<file path="config.mk">
export PLATFORM = sky130hd
export DESIGN_NAME = cts_top
export DESIGN_NICKNAME = d
export VERILOG_FILES = /design/src/common/cts_pkg.sv /design/src/source/cts_format_decoder.sv /design/src/source/cts_register_writer.sv /design/src/source/cts_sync_core.sv /design/src/source/cts_top.sv
export VERILOG_INCLUDE_DIRS = /design/src /design/src/common
export SDC_FILE = /design/constraint.sdc
export NUM_CORES = 1
export LEC_CHECK = 0
export BUFFER_PORTS_ARGS = -buffer_cell sky130_fd_sc_hd__buf_2
export CORE_AREA = 5 5 104 155
export CTS_CLUSTER_SIZE = 25
export DETAILED_ROUTE_END_ITERATION = 8
export DIE_AREA = 0 0 109 160
export PLACE_DENSITY = 0.76
export SKIP_LAST_GASP = 1
export SYNTH_ARGS = -nofsm -noshare
export SYNTH_HDL_FRONTEND = slang
export SYNTH_SLANG_ARGS = --single-unit
</file>
<file path="constraint.sdc">
create_clock -name clk -period 3.7 [get_ports clk]
set_input_delay 0.37 -clock clk [delete_from_list [all_inputs] [get_ports clk]]
set_output_delay 0.37 -clock clk [all_outputs]
set_load 0.02 [all_outputs]
</file>
<file path="src/common/cts_settings.svh">
`ifndef CTS_SETTINGS_SVH
`define CTS_SETTINGS_SVH

// stream geometry
`define CTS_BITS_PER_SYMBOL 8
`define CTS_SYMBOLS_PER_BEAT 3
`define CTS_DATA_WIDTH (`CTS_BITS_PER_SYMBOL * `CTS_SYMBOLS_PER_BEAT)

// what counts as a format change
// with both cleared, every video frame triggers the writes
`define CTS_TRIGGER_ON_WIDTH 1
`define CTS_TRIGGER_ON_HEIGHT 1

// target register map
`define CTS_WIDTH_ADDR 8'h10
`define CTS_HEIGHT_ADDR 8'h11
`define CTS_INTERLACE_ADDR 8'h12

`endif

</file>
<file path="src/common/cts_pkg.sv">
`include "cts_settings.svh"

package cts_pkg;

	// one stream beat with its packet markers
	typedef struct packed {
		logic [`CTS_DATA_WIDTH-1:0] data;
		logic sop;
		logic eop;
	} stream_beat_t;

	// frame format as carried by a control packet
	typedef struct packed {
		logic [15:0] width;
		logic [15:0] height;
		logic [3:0] interlaced;
	} frame_format_t;

	// one register write towards the target
	typedef struct packed {
		logic [7:0] address;
		logic [15:0] data;
	} reg_write_t;

	// low nibble of the first beat
	typedef enum logic [3:0] {
		PKT_VIDEO = 4'd0,
		PKT_CONTROL = 4'd15
	} packet_type_t;

	typedef enum logic [1:0] {
		WAIT_VIDEO_SOP,
		STOPPED,
		WRITING
	} sync_state_t;

	typedef enum logic [1:0] {
		W_IDLE,
		W_WIDTH,
		W_HEIGHT,
		W_INTERLACE
	} writer_state_t;

endpackage

</file>
<file path="src/source/cts_format_decoder.sv">
`timescale 1ns/1ns
`include "cts_settings.svh"

module cts_format_decoder import cts_pkg::*; (
	input logic clk,
	input logic rst,
	input logic taken,
	input stream_beat_t taken_beat,
	output frame_format_t current_format
);

	// nibbles delivered by one beat, one per symbol
	localparam int NIBBLE_BITS = 4 * `CTS_SYMBOLS_PER_BEAT;
	localparam int FORMAT_BITS = $bits(frame_format_t);

	// index of the next beat in the packet, saturates past the format beats
	logic [2:0] beat_index;
	logic is_control;
	logic shift_beat;
	logic [NIBBLE_BITS-1:0] beat_nibbles;
	frame_format_t build_format;
	frame_format_t next_format;

	// symbol 0 lands in the most significant nibble
	always_comb begin
		for (int s = 0; s < `CTS_SYMBOLS_PER_BEAT; s++) begin
			beat_nibbles[NIBBLE_BITS-1-4*s -: 4] = taken_beat.data[s*`CTS_BITS_PER_SYMBOL +: 4];
		end
	end

	// beats 1 to 3 of a control packet hold the format
	assign shift_beat = taken && !taken_beat.sop && is_control &&
		(beat_index >= 3'd1) && (beat_index <= 3'd3);

	always_comb begin
		if (shift_beat) begin
			next_format = frame_format_t'({build_format[FORMAT_BITS-NIBBLE_BITS-1:0],
				beat_nibbles});
		end else begin
			next_format = build_format;
		end
	end

	always_ff @(posedge clk or posedge rst) begin
		if (rst) begin
			beat_index <= 3'd0;
			is_control <= 1'b0;
			current_format <= '0;
		end else if (taken) begin
			if (taken_beat.sop) begin
				beat_index <= 3'd1;
				is_control <= (packet_type_t'(taken_beat.data[3:0]) == PKT_CONTROL);
			end else begin
				if (beat_index != 3'd4) begin
					beat_index <= beat_index + 3'd1;
				end
				// publish only once all nine nibbles are in
				if (taken_beat.eop && is_control && (beat_index >= 3'd3)) begin
					current_format <= next_format;
				end
			end
		end
	end

	// format under construction
	always_ff @(posedge clk) begin
		if (taken) begin
			build_format <= next_format;
		end
	end

endmodule

</file>
<file path="src/source/cts_register_writer.sv">
`timescale 1ns/1ns
`include "cts_settings.svh"

module cts_register_writer import cts_pkg::*; (
	input logic clk,
	input logic rst,
	input logic start_write,
	input frame_format_t write_format,
	output logic write_done,
	output reg_write_t wr_req,
	output logic wr_valid,
	input logic wr_ready
);

	writer_state_t state;
	frame_format_t format_latch;

	// a request is pending in every state but idle
	assign wr_valid = (state != W_IDLE);

	always_comb begin
		wr_req = '0;
		case (state)
			W_WIDTH: begin
				wr_req.address = `CTS_WIDTH_ADDR;
				wr_req.data = format_latch.width;
			end
			W_HEIGHT: begin
				wr_req.address = `CTS_HEIGHT_ADDR;
				wr_req.data = format_latch.height;
			end
			W_INTERLACE: begin
				wr_req.address = `CTS_INTERLACE_ADDR;
				wr_req.data = {12'd0, format_latch.interlaced};
			end
			default: begin
				wr_req = '0;
			end
		endcase
	end

	// width, height, interlace, each held until accepted
	always_ff @(posedge clk or posedge rst) begin
		if (rst) begin
			state <= W_IDLE;
			write_done <= 1'b0;
		end else begin
			write_done <= 1'b0;
			case (state)
				W_IDLE: begin
					if (start_write) begin
						state <= W_WIDTH;
					end
				end
				W_WIDTH: begin
					if (wr_ready) begin
						state <= W_HEIGHT;
					end
				end
				W_HEIGHT: begin
					if (wr_ready) begin
						state <= W_INTERLACE;
					end
				end
				W_INTERLACE: begin
					if (wr_ready) begin
						state <= W_IDLE;
						write_done <= 1'b1;
					end
				end
			endcase
		end
	end

	always_ff @(posedge clk) begin
		if (state == W_IDLE && start_write) begin
			format_latch <= write_format;
		end
	end

endmodule

</file>
<file path="src/source/cts_sync_core.sv">
`timescale 1ns/1ns
`include "cts_settings.svh"

module cts_sync_core import cts_pkg::*; (
	input logic clk,
	input logic rst,
	input stream_beat_t in_beat,
	input logic in_valid,
	output logic in_ready,
	output stream_beat_t out_beat,
	output logic out_valid,
	input logic out_ready,
	output logic taken,
	output stream_beat_t taken_beat,
	input frame_format_t current_format,
	output logic start_write,
	output frame_format_t write_format,
	input logic write_done,
	input logic go_n,
	input logic disarm,
	output logic running_n
);

	stream_beat_t stage_beat;
	logic stage_valid;
	logic hold;
	sync_state_t state;
	logic [15:0] prev_width;
	logic [15:0] prev_height;
	logic width_changed;
	logic height_changed;
	logic trigger_always;
	logic trigger;
	logic video_header;

	// stream stage, frozen while held
	assign in_ready = out_ready & ~hold;
	assign out_valid = stage_valid & ~hold;
	assign out_beat = stage_beat;

	assign taken = in_valid & in_ready;
	assign taken_beat = in_beat;
	assign write_format = current_format;

	assign video_header = taken && in_beat.sop &&
		(packet_type_t'(in_beat.data[3:0]) == PKT_VIDEO);

	// interlace code alone never triggers
	assign width_changed = (`CTS_TRIGGER_ON_WIDTH != 0) && (prev_width != current_format.width);
	assign height_changed = (`CTS_TRIGGER_ON_HEIGHT != 0) &&
		(prev_height != current_format.height);
	assign trigger_always = (`CTS_TRIGGER_ON_WIDTH == 0) && (`CTS_TRIGGER_ON_HEIGHT == 0);
	assign trigger = width_changed | height_changed | trigger_always;

	always_ff @(posedge clk or posedge rst) begin
		if (rst) begin
			stage_valid <= 1'b0;
		end else if (in_ready) begin
			stage_valid <= in_valid;
		end
	end

	always_ff @(posedge clk) begin
		if (in_ready) begin
			stage_beat <= in_beat;
		end
	end

	always_ff @(posedge clk or posedge rst) begin
		if (rst) begin
			state <= WAIT_VIDEO_SOP;
			hold <= 1'b0;
			running_n <= 1'b1;
			start_write <= 1'b0;
			prev_width <= 16'd0;
			prev_height <= 16'd0;
		end else begin
			start_write <= 1'b0;
			case (state)
				WAIT_VIDEO_SOP: begin
					// header is now in the stage and stays there
					if (video_header) begin
						state <= STOPPED;
						hold <= 1'b1;
						running_n <= 1'b1;
					end
				end
				STOPPED: begin
					if (!go_n) begin
						if (trigger && !disarm) begin
							state <= WRITING;
							start_write <= 1'b1;
						end else begin
							state <= WAIT_VIDEO_SOP;
							hold <= 1'b0;
							running_n <= 1'b0;
							prev_width <= current_format.width;
							prev_height <= current_format.height;
						end
					end
				end
				WRITING: begin
					if (write_done) begin
						state <= WAIT_VIDEO_SOP;
						hold <= 1'b0;
						running_n <= 1'b0;
						prev_width <= current_format.width;
						prev_height <= current_format.height;
					end
				end
				default: begin
					state <= WAIT_VIDEO_SOP;
				end
			endcase
		end
	end

endmodule

</file>
<file path="src/source/cts_top.sv">
`timescale 1ns/1ns
`include "cts_settings.svh"

module cts_top import cts_pkg::*; (
	input logic clk,
	input logic rst,
	input stream_beat_t in_beat,
	input logic in_valid,
	output logic in_ready,
	output stream_beat_t out_beat,
	output logic out_valid,
	input logic out_ready,
	output reg_write_t wr_req,
	output logic wr_valid,
	input logic wr_ready,
	input logic go_n,
	input logic disarm,
	output logic running_n
);

	logic taken;
	stream_beat_t taken_beat;
	frame_format_t current_format;
	logic start_write;
	frame_format_t write_format;
	logic write_done;

	// watches accepted beats for control packets
	cts_format_decoder cts_format_decoder_inst (
		.clk(clk),
		.rst(rst),
		.taken(taken),
		.taken_beat(taken_beat),
		.current_format(current_format)
	);

	cts_register_writer cts_register_writer_inst (
		.clk(clk),
		.rst(rst),
		.start_write(start_write),
		.write_format(write_format),
		.write_done(write_done),
		.wr_req(wr_req),
		.wr_valid(wr_valid),
		.wr_ready(wr_ready)
	);

	cts_sync_core cts_sync_core_inst (
		.clk(clk),
		.rst(rst),
		.in_beat(in_beat),
		.in_valid(in_valid),
		.in_ready(in_ready),
		.out_beat(out_beat),
		.out_valid(out_valid),
		.out_ready(out_ready),
		.taken(taken),
		.taken_beat(taken_beat),
		.current_format(current_format),
		.start_write(start_write),
		.write_format(write_format),
		.write_done(write_done),
		.go_n(go_n),
		.disarm(disarm),
		.running_n(running_n)
	);

endmodule

</file>
==> metrics.md <==
| Metric | Value |
|---|---|
| IR drop worst, VDD | ~370 uV |
| Max_slew headroom | 0.486 |
| Number of global-route vias before repair | 4158 |
| Power density over the cells | about 500 nW/um^2 |
| Detail Route Antenna Nets | 0 |
| Worst setup path class | reg -> reg |
| Critical path arrival | 3.10 ns |
| Drt via density | between 5 and 6 |
| Pin count of the biggest net entering global routing | 82 |
| Required time of the worst setup path | 4.00 ns |
| Antenna violations before repair | 0 |
| Cell area after placement | between 8000 and 9000 um^2 |
| Length of the first detailed-routing pass in iterations | 4 |
| Final hold violations | 0 |
| Hold buffer count at CTS | 0 |
| Kind of start point of the critical path | flop |
| Fraction of layout instances using a drive strength above 1 | 0.413 |
| Clock tree skew after final layout | approximately 0.011 ns |
| RSZ-0062 raised after global routing | false |
| Maximum fanout count along the critical path | 20 |
| Final Instance Count excl. Fillers | around 750 |
| Number of buffers inserted during clock tree synthesis | 17 |
| Avg Cell Area, Syn | 16.6 um^2 |
| Ports placed on the boundary | 87 |
| 1st-iter DRT viols | 180 |
| Area of the mapped netlist | 7480 um^2 |
| Overall die width | 109 um |
| Yosys warns | 0 |
| Number of buffers on the longest clock path | 2 |
| Number of distinct library cells after synthesis | 40 |
| Core ar. | between 10000 and 15000 um^2 |
| Count of input and output buffers | around 80 |
| Fraction of registers with async set/reset | 0.453 |
| Clock latency at the later pin of the worst-skew pair | around 0.42 ns |
| Final period util | 0.755 |
| Clock-pin slew of the registers on the worst-case setup and hold paths | roughly 0.060 ns |
| Endpoint class of the critical path | flop |
| Post-synth top flop | sky130_fd_sc_hd__edfxtp_1 |
| Number of enable flip-flop cells after synthesis | about 100 |
| # clock sinks | between 150 and 200 |
| Slew at the pin with the worst max-slew slack | 0.771 ns |
| Post-DR wirelength/cell | between 15 and 20 um |
| Kind of path behind the tightest hold check | in -> async |
| Number of buffers inserted to repair setup after CTS | 0 |
| Routability congestion estimate from global placement | roughly 0.77 |
| Number of instances in the synthesized netlist | between 400 and 500 |
| Total GRT Usage | 0.166 |
| Placed Cells incl. Taps | 719 |
| Buffer type at the clock tree root | sky130_fd_sc_hd__clkbuf_16 |
| Number of cell rows | 54 |
| Number of nets in the layout | approximately 600 |
| Die Ht | approximately 160 um |
| Share of the yosys chip area belonging to registers | 0.664 |
| Antenna cells | 0 |
| Leakage power summed over all cells | 0.00417 uW |
| Final setup viols | 0 |
| Number of cells on the worst reg-to-reg path | 6 |
| Worst flop-to-flop path endpoint | cts_format_decoder_inst.current_format[5] |
| #FFs+latches synth | ~180 |
| Period minus WS final | 2.79 ns |
| Vias after detailed routing | about 4000 |
| Result of the run | complete, no violations |
| Fmax | around 0.36 GHz |
| CTS tree | built |
| Maximum Capacitance Violations | 0 |
| Sum of negative setup slack | 0 ns |
| Reg-to-reg setup timing slack | 0.91 ns |
| Post-route design area | roughly 8700 um^2 |
| Area growth syn-to-layout | 16.1% |
| DRC violation count after routing | 0 |
| Routed wire length | 13.7 mm |
| H-tree depth reported by CTS | 4 |
| Die Outline Area | around 17000 um^2 |
| Pwr Total | 4310 uW |
| Reg-to-Reg Start | cts_format_decoder_inst.beat_index[0] |
| Number of pins exceeding their max-slew limit in the final report | 0 |
| Starting density of the core | 0.515 |
| Placed wire-length estimate after detailed placement | 9.74 mm |
| First-pass GRT wire length | approximately 22 mm |
| Gr ovfl total | 0 |
| Cells resized by post-CTS repair | 0 |
-- registers in the layout, indices dropped and copies added (netlist names), 2 cells and up --
name,cells
cts_format_decoder_inst.beat_index,3
cts_format_decoder_inst.build_format,36
cts_format_decoder_inst.current_format,36
cts_register_writer_inst.format_latch,36
cts_register_writer_inst.state,2
cts_sync_core_inst.out_beat,26
cts_sync_core_inst.prev_height,16
cts_sync_core_inst.prev_width,16
cts_sync_core_inst.state,2
-- power breakdown --
group / internal [uW] / switching [uW]
Clock: 1160 / 728
Combinational: 88.3 / 212
Sequential: 2110 / 16.9
Total: 3350 / 956
-- worst max-delay path, cell delays in order (launching register included) --
cell and delay, ns:
sky130_fd_sc_hd__dfrtp_1 0.44, sky130_fd_sc_hd__ha_1 0.23, sky130_fd_sc_hd__ha_1 0.22, sky130_fd_sc_hd__o2111ai_4 0.66, sky130_fd_sc_hd__buf_4 0.47, sky130_fd_sc_hd__mux2_2 0.39, sky130_fd_sc_hd__mux2_2 0.26
-- per-stage QoR --
| step | setup slack [ns] | util | hold slack, ns |
|---|---|---|---|
| global placement | 0.976 | 0.555 | 0.454 |
| global route | 0.787 | 0.598 | 0.0774 |
| floorplan | 0.295 | - | 0.419 |
| finish | 0.905 | 0.598 | 0.0256 |
| detailed placement | 0.888 | 0.555 | 0.457 |
| CTS | 0.882 | 0.598 | 0.0498 |
-- per-layer routing --
layer / vias to the layer above / GRT usage / wire length [um]
li1: 1842 / - / -
met1: 2028 / 0.217 / 5690
met2: 88 / 0.272 / 7210
met3: 11 / 0.0477 / 633
met4: 0 / 0.0454 / 166
met5: - / 0 / 0
-- Yosys cell counts, drive strengths merged (4+ instances only) --
library cell,number,area (um^2)
o21ai,6,33.8
nand4,4,25.0
dfrtp,80,2000
ha,14,175
nand2,5,21.3
a21oi,6,30.0
edfxtp,98,2940
buf,16,128
a22oi,13,97.6
a222oi,4,40.0
nor2,20,82.6
nor4,8,50.1
inv,17,63.8
clkbuf,4,15.0
xor2,32,280
mux2,105,1310
-- cells in the final DEF (no fill, tap or decap), drive strengths merged, types with 6 or more instances in the layout --
cell type / instances
inv: 19
a21oi: 6
nor2: 20
edfxtp: 98
buf: 87
clkbuf: 21
nor4: 8
dfrtp: 80
a22oi: 13
xor2: 32
ha: 14
mux2: 105
o21ai: 6
-- layout make-up --
type                       count  area (um^2)
clock buffer                  21          450
clock inverter                11          178
fill                        1107         5830
inverter                      17         63.8
multi-input combinational    240         2320
sequential                   179         4970
tap                          196          245
timing repair buffer          87          463
-- worst max path at each step --
stage                                          startpoint                                         to  depth (start not counted)
CTS                 cts_format_decoder_inst.beat_index[0]  cts_format_decoder_inst.current_format[5]                          6
floorplan                         cts_sync_core_inst.hold               cts_sync_core_inst.running_n                          8
global placement    cts_format_decoder_inst.beat_index[0]  cts_format_decoder_inst.current_format[6]                          6
finish              cts_format_decoder_inst.beat_index[0]  cts_format_decoder_inst.current_format[5]                          6
detailed placement  cts_format_decoder_inst.beat_index[0]  cts_format_decoder_inst.current_format[5]                          6
global route        cts_format_decoder_inst.beat_index[0]  cts_format_decoder_inst.current_format[6]                          6
-- cell families (layout without fill, tap and decap cells) --
family / Yosys count / in the layout / share of synthesized area
AO/OA/AOI/OAI: 33 / 33 / 0.0338
XOR/XNOR: 32 / 32 / 0.0374
adder cells (fa/ha/maj): 14 / 14 / 0.0234
buffers and inverters: 37 / 136 / 0.0276
flip-flops: 179 / 179 / 0.664
multiplexers: 107 / 107 / 0.177
other: 1 / 5 / 0.000501
AND/OR/NAND/NOR: 49 / 49 / 0.0359
No activity file was read; power rests on OpenSTA's default activity.
